**src/pet_pkg.sv**
```systemverilog
package pet_pkg;

    // Pet states, the code doubles as the display value
    typedef enum logic [3:0] {
        IDLE         = 4'd0,
        HUNGRY       = 4'd1,
        MALNOURISHED = 4'd2,
        EATING       = 4'd3,
        COUGH        = 4'd4,
        FEVER        = 4'd5,
        PILL         = 4'd6,
        TIRED        = 4'd7,
        SLEEPLESS    = 4'd8,
        SLEEPING     = 4'd9,
        SAD          = 4'd10,
        DEPRESSED    = 4'd11,
        CHEERED      = 4'd12
    } pet_state_t;

    typedef logic [1:0] level_t;

    localparam level_t LEVEL_FULL  = 2'd3;
    localparam level_t LEVEL_EMPTY = 2'd0;

    typedef logic [4:0] step_t;

    localparam step_t STEP_MAX = 5'd16;   // Wraps to 0 after this

    localparam int DIGIT_W  = 4;
    localparam int STATUS_W = 28;

    // Seven hex digits, food in the lowest
    typedef struct packed {
        logic [2*DIGIT_W-1:0] step;       // Digits 6 and 5
        logic [DIGIT_W-1:0]   display;
        logic [DIGIT_W-1:0]   rest;
        logic [DIGIT_W-1:0]   health;
        logic [DIGIT_W-1:0]   mood;
        logic [DIGIT_W-1:0]   food;
    } status_t;

endpackage

```
**src/pet_needs_if.sv**
```systemverilog
`timescale 1ns/100ps

interface pet_needs_if import pet_pkg::*; ();

    level_t level_food;
    level_t level_health;
    level_t level_rest;
    level_t level_mood;

    logic care_food;
    logic care_medicine;
    logic care_light;      // Light sensor
    logic care_presence;   // Ultrasonic sensor

    modport fsm (
        input level_food, level_health, level_rest, level_mood,
        input care_food, care_medicine, care_light, care_presence
    );

    modport status (
        input level_food, level_health, level_rest, level_mood
    );

endinterface

```
**src/test_stepper.sv**
```systemverilog
`timescale 1ns/100ps

module test_stepper import pet_pkg::*; (
    input  logic  clk,
    input  logic  reset,
    input  logic  test_mode,
    input  logic  test_step,
    output step_t step_count,
    output logic  test_exit
);

    logic mode_q;
    logic step_q;
    logic step_fall;

    // Falling edges against the previous sample
    assign step_fall = step_q & ~test_step;
    assign test_exit = mode_q & ~test_mode;

    always_ff @(posedge clk or negedge reset) begin
        if (!reset) begin
            mode_q <= 1'b0;
            step_q <= 1'b0;
        end else begin
            mode_q <= test_mode;
            step_q <= test_step;
        end
    end

    // Step counter, frozen outside test mode
    always_ff @(posedge clk or negedge reset) begin
        if (!reset) begin
            step_count <= '0;
        end else if (test_mode && step_fall) begin
            if (step_count == STEP_MAX) begin
                step_count <= '0;
            end else begin
                step_count <= step_count + 5'd1;
            end
        end
    end

endmodule

```
**src/pet_fsm.sv**
```systemverilog
`timescale 1ns/100ps

module pet_fsm import pet_pkg::*; (
    input  logic          clk,
    input  logic          reset,
    pet_needs_if.fsm      needs,
    input  logic          test_mode,
    input  step_t         step_count,
    input  logic          test_exit,
    output pet_state_t    next_state
);

    pet_state_t state;
    pet_state_t normal_next;

    // One need's mild, severe and care states
    function automatic pet_state_t chain_next(
        input pet_state_t cur,
        input pet_state_t mild,
        input pet_state_t severe,
        input pet_state_t care_st,
        input level_t     level,
        input logic       care_in
    );
        chain_next = cur;
        if (cur == mild) begin
            if (level == LEVEL_EMPTY) begin
                chain_next = severe;
            end else if (care_in) begin
                chain_next = care_st;
            end
        end else if (cur == severe) begin
            if (care_in) begin
                chain_next = care_st;
            end
        end else if (cur == care_st) begin
            if (level == LEVEL_FULL && !care_in) begin
                chain_next = IDLE;
            end else if (care_in) begin
                chain_next = care_st;   // Care still going on
            end else if (level > LEVEL_EMPTY) begin
                chain_next = mild;
            end else begin
                chain_next = severe;
            end
        end
    endfunction

    // Test sequence, count 0 holds the state
    function automatic pet_state_t forced_state(
        input step_t      step,
        input pet_state_t cur
    );
        case (step)
            5'd1:    forced_state = HUNGRY;
            5'd2:    forced_state = MALNOURISHED;
            5'd3:    forced_state = EATING;
            5'd4:    forced_state = IDLE;
            5'd5:    forced_state = COUGH;
            5'd6:    forced_state = FEVER;
            5'd7:    forced_state = PILL;
            5'd8:    forced_state = IDLE;
            5'd9:    forced_state = TIRED;
            5'd10:   forced_state = SLEEPLESS;
            5'd11:   forced_state = SLEEPING;
            5'd12:   forced_state = IDLE;
            5'd13:   forced_state = SAD;
            5'd14:   forced_state = DEPRESSED;
            5'd15:   forced_state = CHEERED;
            5'd16:   forced_state = IDLE;
            default: forced_state = cur;
        endcase
    endfunction

    always_comb begin
        normal_next = state;
        case (state)
            IDLE: begin
                // Priority food, health, rest, mood
                if (needs.level_food < LEVEL_FULL) begin
                    normal_next = HUNGRY;
                end else if (needs.level_health < LEVEL_FULL) begin
                    normal_next = COUGH;
                end else if (needs.level_rest < LEVEL_FULL) begin
                    normal_next = TIRED;
                end else if (needs.level_mood < LEVEL_FULL) begin
                    normal_next = SAD;
                end
            end
            HUNGRY, MALNOURISHED, EATING: begin
                normal_next = chain_next(state, HUNGRY, MALNOURISHED, EATING,
                                         needs.level_food, needs.care_food);
            end
            COUGH, FEVER, PILL: begin
                normal_next = chain_next(state, COUGH, FEVER, PILL,
                                         needs.level_health, needs.care_medicine);
            end
            TIRED, SLEEPLESS, SLEEPING: begin
                normal_next = chain_next(state, TIRED, SLEEPLESS, SLEEPING,
                                         needs.level_rest, needs.care_light);
            end
            SAD, DEPRESSED, CHEERED: begin
                normal_next = chain_next(state, SAD, DEPRESSED, CHEERED,
                                         needs.level_mood, needs.care_presence);
            end
            default: normal_next = IDLE;
        endcase
    end

    assign next_state = test_mode ? forced_state(step_count, state) : normal_next;

    always_ff @(posedge clk or negedge reset) begin
        if (!reset) begin
            state <= IDLE;
        end else if (test_exit) begin
            state <= IDLE;   // Leaving test mode
        end else begin
            state <= next_state;
        end
    end

endmodule

```
**src/pet_outputs.sv**
```systemverilog
`timescale 1ns/100ps

module pet_outputs import pet_pkg::*; (
    input  logic                clk,
    input  logic                reset,
    pet_needs_if.status         needs,
    input  logic                test_mode,
    input  step_t               step_count,
    input  pet_state_t          next_state,
    output logic [3:0]          display,
    output logic                enable_food,
    output logic                enable_medicine,
    output logic                enable_light,
    output logic                enable_presence,
    output logic [STATUS_W-1:0] status
);

    logic    care_off;
    status_t status_next;

    // Sensors and buttons are locked out during care and in test mode
    assign care_off = test_mode || (next_state inside {EATING, PILL, SLEEPING, CHEERED});

    always_ff @(posedge clk or negedge reset) begin
        if (!reset) begin
            display         <= 4'd0;
            enable_food     <= 1'b1;
            enable_medicine <= 1'b1;
            enable_light    <= 1'b1;
            enable_presence <= 1'b1;
        end else begin
            display         <= next_state;
            enable_food     <= !care_off;
            enable_medicine <= !care_off;
            enable_light    <= !care_off;
            enable_presence <= !care_off;
        end
    end

    always_comb begin
        status_next.step    = (2*DIGIT_W)'(step_count);
        status_next.display = display;          // Current display, not next_state
        status_next.rest    = DIGIT_W'(needs.level_rest);
        status_next.health  = DIGIT_W'(needs.level_health);
        status_next.mood    = DIGIT_W'(needs.level_mood);
        status_next.food    = DIGIT_W'(needs.level_food);
    end

    always_ff @(posedge clk or negedge reset) begin
        if (!reset) begin
            status <= '0;
        end else begin
            status <= status_next;
        end
    end

endmodule

```
**src/pet_top.sv**
```systemverilog
`timescale 1ns/100ps

module pet_top import pet_pkg::*; (
    input  logic                clk,
    input  logic                reset,
    input  level_t              level_food,
    input  level_t              level_health,
    input  level_t              level_rest,
    input  level_t              level_mood,
    input  logic                care_food,
    input  logic                care_medicine,
    input  logic                care_light,
    input  logic                care_presence,
    input  logic                test_mode,
    input  logic                test_step,
    output logic [3:0]          display,
    output logic                enable_food,
    output logic                enable_medicine,
    output logic                enable_light,
    output logic                enable_presence,
    output logic [STATUS_W-1:0] status
);

    step_t      step_count;
    logic       test_exit;
    pet_state_t next_state;

    pet_needs_if needs ();

    assign needs.level_food    = level_food;
    assign needs.level_health  = level_health;
    assign needs.level_rest    = level_rest;
    assign needs.level_mood    = level_mood;
    assign needs.care_food     = care_food;
    assign needs.care_medicine = care_medicine;
    assign needs.care_light    = care_light;
    assign needs.care_presence = care_presence;

    test_stepper u_stepper (
        .clk        (clk),
        .reset      (reset),
        .test_mode  (test_mode),
        .test_step  (test_step),
        .step_count (step_count),
        .test_exit  (test_exit)
    );

    pet_fsm u_fsm (
        .clk        (clk),
        .reset      (reset),
        .needs      (needs.fsm),
        .test_mode  (test_mode),
        .step_count (step_count),
        .test_exit  (test_exit),
        .next_state (next_state)
    );

    pet_outputs u_outputs (
        .clk             (clk),
        .reset           (reset),
        .needs           (needs.status),
        .test_mode       (test_mode),
        .step_count      (step_count),
        .next_state      (next_state),
        .display         (display),
        .enable_food     (enable_food),
        .enable_medicine (enable_medicine),
        .enable_light    (enable_light),
        .enable_presence (enable_presence),
        .status          (status)
    );

endmodule

```
**config.mk**
```make
export PLATFORM = sky130hd
export DESIGN_NAME = pet_top
export DESIGN_NICKNAME = d
export VERILOG_FILES = /design/src/pet_pkg.sv /design/src/pet_needs_if.sv /design/src/test_stepper.sv /design/src/pet_fsm.sv /design/src/pet_outputs.sv /design/src/pet_top.sv
export SDC_FILE = /design/constraint.sdc
export NUM_CORES = 1
export LEC_CHECK = 0
export BUFFER_PORTS_ARGS = -buffer_cell sky130_fd_sc_hd__buf_4
export CORE_ASPECT_RATIO = 1.25
export CORE_MARGIN = 5
export CORE_UTILIZATION = 40
export DETAILED_ROUTE_END_ITERATION = 7
export HOLD_SLACK_MARGIN = 0.06
export PLACE_DENSITY = 0.73
export SKIP_CTS_REPAIR_TIMING = 1
export SYNTH_ARGS = -nofsm -noshare
export SYNTH_HDL_FRONTEND = slang
export SYNTH_SLANG_ARGS = --single-unit
```
**constraint.sdc**
```tcl
create_clock -name clk -period 2.37 [get_ports clk]
set_input_delay 0.1185 -clock clk [delete_from_list [all_inputs] [get_ports clk]]
set_output_delay 0.1185 -clock clk [all_outputs]
set_load 0.005 [all_outputs]
```
# [Word level (Yosys, flattened, before mapping)]
# Index checks and enable logic that the tools add are counted.
[totals] ff_bits=33 in_bits=16 out_inout_bits=36 wordCells=119
[classes] add_sub_neg=1 order_cmp=8 n_eq_ne=36 n_mux=41 bitwise=4 reduce_logical=22
[op_table] operator="two-way mux 4 bit" n=35
[op_table] operator="case mux 4 bit (13 select lines)" n=1
[op_table] operator="equality test 5 x 4 -> 1 bit (second input constant)" n=8
[op_table] operator="equality test 4 bit (second input constant)" n=7
[op_table] operator="equality test 4 x 3 -> 1 bit (second input constant)" n=5
[op_table] operator="equality test 5 x 3 -> 1 bit (second input constant)" n=4
[op_table] operator="case mux 4 bit (5 select lines)" n=1
[op_table] operator="equality test 4 x 2 -> 1 bit (second input constant)" n=3
[op_table] operator="OR reduction 3 bit" n=4
[op_table] operator="equality test 5 x 2 -> 1 bit (second input constant)" n=2
[op_table] operator="equality test 2 bit (second input constant)" n=4
[op_table] operator="greater-than comparator 2 x 1 -> 1 bit (second input constant)" n=4
[op_table] operator="logical NOT 2 bit" n=4
[op_table] operator="less-than comparator 2 bit (second input constant)" n=4
[op_table] operator="adder 5 x 1 -> 5 bit (second input constant)" n=1
[op_table] operator="equality test 5 x 1 -> 1 bit (second input constant)" n=1
[op_table] operator="equality test 5 bit (second input constant)" n=1
[op_table] operator="logical AND 1 bit" n=5
[op_table] operator="logical NOT 1 bit" n=5
[op_table] operator="two-way mux 5 bit" n=1
[op_table] operator="equality test 4 x 1 -> 1 bit (second input constant)" n=1
[op_table] operator="logical NOT 4 bit" n=1
[op_table] operator="nonzero test 4 bit" n=1
[op_table] operator="OR reduction 4 bit" n=1
[op_table] operator="other kinds (5)" n=8

# [Longest topological paths before layout]
[depth] ltp_word=13 mapped_depth=9 ltp_nobuf=9

# [Cells and area by module]
# Synthesis repeated with hierarchy kept, for this count alone.
[hier_totals] cells_unflattened=189 area_unflattened_um2=1924.3
[by_module_without_submodules] mod="pet_fsm" instances=1 cells_each=118 area_per_inst_um2=905.9
[by_module_without_submodules] mod="pet_outputs" instances=1 cells_each=40 area_per_inst_um2=683.2
[by_module_without_submodules] mod="test_stepper" instances=1 cells_each=31 area_per_inst_um2=335.3

# [Worst setup path before layout]
# Ideal clock, no wire load.
[synth_path] path_type="register -> register" start="register u_stepper.step_count[0]" end="register u_outputs.enable_presence" arrival_ns=1.986 path_slack_ns=0.291 path_stages_with_launch=10 path_cell_list="dfrtp_1 -> inv_1 -> ha_1 -> a211o_1 -> o2111a_1 -> nor4b_2 -> a21oi_1 -> a31oi_4 -> xor2_1 -> a21oi_1"
[synth_via] elab_chain_cells=8 word_cells_on_any_way=26 cone_classes="eq/ne: 20; mux: 2; reduce/logical: 4"
[synth_lines] element="start: declaration" line_no="test_stepper.sv:8" text="output step_t step_count,"
[synth_lines] element="start signal: assignment" line_no="test_stepper.sv:38" text="step_count <= step_count + 5'd1;"
[synth_lines] element="equality test 5 x 3 -> 1 bit, or another cell as far along" line_no="pet_fsm.sv:54" text="case (step)"
[synth_lines] element="OR reduction 4 bit (no line)"
[synth_lines] element="case mux 4 bit (13 select lines) *" line_no="pet_fsm.sv:54"
[synth_lines] element="two-way mux 4 bit *" line_no="pet_fsm.sv:110" text="assign next_state = test_mode ? forced_state(step_count, state) : normal_next;"
[synth_lines] element="named net next_state[0]" line_no="pet_top.sv:26" text="pet_state_t next_state;"
[synth_lines] element="equality test 4 x 2 -> 1 bit, or another cell as far along" line_no="pet_outputs.sv:22" text="assign care_off = test_mode || (next_state inside {EATING, PILL, SLEEPING, CHEERED});"
[synth_lines] element="nonzero test 4 bit *" line_no="pet_outputs.sv:22"
[synth_lines] element="logical OR 1 bit *" line_no="pet_outputs.sv:22"
[synth_lines] element="logical NOT 1 bit *" line_no="pet_outputs.sv:36" text="enable_presence <= !care_off;"
[synth_lines] element="end signal: assignment" line_no="pet_outputs.sv:36"
[synth_lines] element="end: declaration" line_no="pet_outputs.sv:14" text="output logic enable_presence,"
# Mark *: on every way through the listed nets, which the timed path passes. The rest lies on a longest branch.
# A chain may end at the register's enable or synchronous reset.

# [Worst setup path in the final report]
[layout_path] start="register u_stepper.step_count[1]" end="register u_outputs.enable_presence"
[layout_via] elab_chain_cells=8 word_cells_on_any_way=26 cone_classes="eq/ne: 20; mux: 2; reduce/logical: 4"
[layout_lines] element="equality test 5 x 3 -> 1 bit, or another cell as far along" line_no="pet_fsm.sv:54"
[layout_lines] element="OR reduction 4 bit (no line)"
[layout_lines] element="case mux 4 bit (13 select lines) *" line_no="pet_fsm.sv:54"
[layout_lines] element="two-way mux 4 bit *" line_no="pet_fsm.sv:110"
[layout_lines] element="equality test 4 x 2 -> 1 bit, or another cell as far along" line_no="pet_outputs.sv:22"
[layout_lines] element="nonzero test 4 bit *" line_no="pet_outputs.sv:22"
[layout_lines] element="logical OR 1 bit *" line_no="pet_outputs.sv:22"
[layout_lines] element="logical NOT 1 bit *" line_no="pet_outputs.sv:36"
# Mark *: on every way between the ends. The rest lies on a longest branch, timed or not.

==> reports/results.ini <==
[run_status]
outcome=finished clean

[final_layout]
n_fill_cell=437
diodes=0
multi_input_area_um2=937
fin_cells=314
drive_gt1_share_pct=28.7
layout.nets=274
layout_commonest_cell=buf_4
layout_common_cells=51 x buf_4, 32 x dfrtp_1, 17 x nand2_1
regArea_um2=827
syn_to_final_growth_pct=29.3
final_util_pct=52.6

[sta]
finalCritPeriodShare_pct=92.5
setup_ws_ns=0.178
fmax_ghz=0.456
slew_viol_final=0
final.setup_skew_ns=0.00556
setup_viol_count_final=0
layout_min_cycle_time_ns=2.19
rsz0062_at_grt=no
finalHoldViolCount=0
tns_ns=0

[logic_synthesis]
synth.avg_cell_area_um2=9.62
synth.top_cell.area_share_pct=42.3
ys_warn_count=0
netlist_area_um2=1890
synth-edff-count=0
async_flop_share_pct=100
synthCells=197
ys_ff_latch=33
synth_cell_types=54
ys_seq_area_share_pct=43.7
ys.flop_type=dfrtp_1
synth.largest_area_cell=dfrtp_1
netlist_top_cells_area=dfrtp_1 42%, buf_4 5.5%, nand2_1 3.4%, ha_1 3.3%, a21oi_1 2.6%

[critical_path]
crit_required_ns=2.59
r2r_end=u_outputs.enable_presence
slowest_delay_ns=0.45
cp.depth=8
cp.arrival_ns=2.41
crit_slowest_cell=a311oi_1
rrSetupSlack_ns=0.18
critPathKind=register to register
crit_start=u_stepper.step_count[1]
reg2regPathDepth=8
path_buf_inv=1
timing.rr.start=u_stepper.step_count[1]
crit_family=compound AO/OA/AOI/OAI gates
start_kind=register
cp-end-kind=register
endpoint=u_outputs.enable_presence
crit_path_max_fanout=8
path_cells=buf_4, ha_2, mux2_2, o211a_1, o21a_1, a311oi_1, xor2_1, a21oi_1

[cts]
cts_buffers=5
root_buffer=clkbuf_8
clockBufferDepth=2
cts.reportedPaths.clkPinSlew_ns=0.07
numClockSinks=33
htree_num_levels=2
clock_latency_ns=0.29
cts_tree=done

[global_route]
overflow=0
grt_pass1_wl_mm=6.79
antenna_found_initial=0
grt_max_degree=34
grt_usage_pct=13.7
grt_pass1_vias=1492

[route]
drc_errors=0
viasPerCell=5.12
drtAntennaViolNets=0
vias=1608
first_pass_iters=4
wl_mm=4.36
initialDrtViolationCount=103
routedWlPerCell_um=13.9

[power]
p_per_area_nw_per_um2=1110
p_total_mw=2.71
ir_worst_vdd_mv=0.515
leakage_nw=1.12

[placed_design]
dp.final_hpwl_mm=3.20
port_buffers=40
dp_slack_ns=0.0812
place.gp.congestion=0.854
place_inst=293

[floorplan]
die_w_um=71.6
design.core.area_um2=4660
start_util_pct=40.7
io_pins=52
die_h_um=86.9
row_count=28
dieArea_um2=6220

[hold_path]
min_path_type=input port to async pin

[flow_run]
max_cap_violations=0

layer usage:
layer / up-vias / global-route usage, % / share of wire (%)
li1: 791 / - / -
met1: 765 / 14.8 / 39
met2: 46 / 25.1 / 53
met3: 6 / 4.50 / 6.8
met4: 0 / 4.44 / 1.0
met5: - / 0 / 0
kinds of logic (layout without fill, tap and decap cells):
group | after synthesis | count (layout) | share of synthesized area, %
adder cells (fa/ha/maj) | 5 | 5 | 3.30
multiplexers | 3 | 3 | 1.72
buffers and inverters | 31 | 78 | 9.71
AO/OA/AOI/OAI | 50 | 50 | 18.7
XOR/XNOR | 5 | 5 | 2.31
other | 1 | 11 | 0.198
AND/OR/NAND/NOR | 69 | 69 | 20.4
flip-flops | 33 | 33 | 43.7
sequential cells by signal, summed over array words and instances (netlist names):
register and cells:
u_fsm.state 4, u_stepper.step_count 5, u_outputs.status 17, u_stepper.step_q 1, u_stepper.mode_q 1, u_outputs.enable_presence 1
u_outputs.display 4
cell usage after synthesis, types with 2 or more instances:
| cell | number |
|---|---|
| xnor2_1 | 2 |
| o31ai_1 | 3 |
| nor3b_1 | 2 |
| nor2_1 | 11 |
| nand2b_1 | 6 |
| nor3_1 | 8 |
| a21oi_1 | 10 |
| a31oi_1 | 5 |
| mux2_2 | 2 |
| o21ai_0 | 10 |
| ha_1 | 5 |
| or3_1 | 2 |
| nor4b_1 | 3 |
| nand2_1 | 17 |
| or2_2 | 2 |
| o2bb2ai_1 | 2 |
| a221oi_1 | 2 |
| o22ai_1 | 3 |
| xor2_1 | 3 |
| nand3b_1 | 2 |
| buf_4 | 14 |
| a211o_1 | 2 |
| nor2b_1 | 5 |
| buf_2 | 6 |
| and3_1 | 2 |
| clkbuf_1 | 2 |
| inv_1 | 8 |
| dfrtp_1 | 32 |
worst min-delay path by stage:
stage / from / depth (start not counted) / endpoint / slack (ns)
2_1_floorplan: reset / 0 / u_fsm.state[0] / -0.18
3_3_place_gp: reset / 1 / u_outputs.status[13] / 0.08
3_5_place_dp: reset / 1 / u_outputs.status[13] / 0.08
4_1_cts: reset / 1 / u_outputs.status[24] / -0.23
5_1_grt: reset / 2 / u_outputs.status[13] / 0.36
6_report: reset / 2 / u_outputs.status[13] / 0.32
metrics by stage:
step	cell area [um^2]	hold slack, ns
after floorplan	1930	-0.177
after global placement	2220	0.0793
after detailed placement	2220	0.0834
after CTS	2310	-0.229
after global routing	2450	0.365
final	2450	0.316
area by class of cell:
cell class	instances	share of cell area (%)
clock inverter	3	0.715
tap	60	3.07
sequential	33	33.8
clock buffer	5	2.81
inverter	8	1.23
multi-input combinational	143	38.3
timing repair buffer	62	20.1
power by group:
part           internal [mW]  switching (mW)
registers              0.743           0.134
clock network          0.202           0.215
logic                  0.714           0.706
Note: power is estimated with default switching activity, not from simulation.
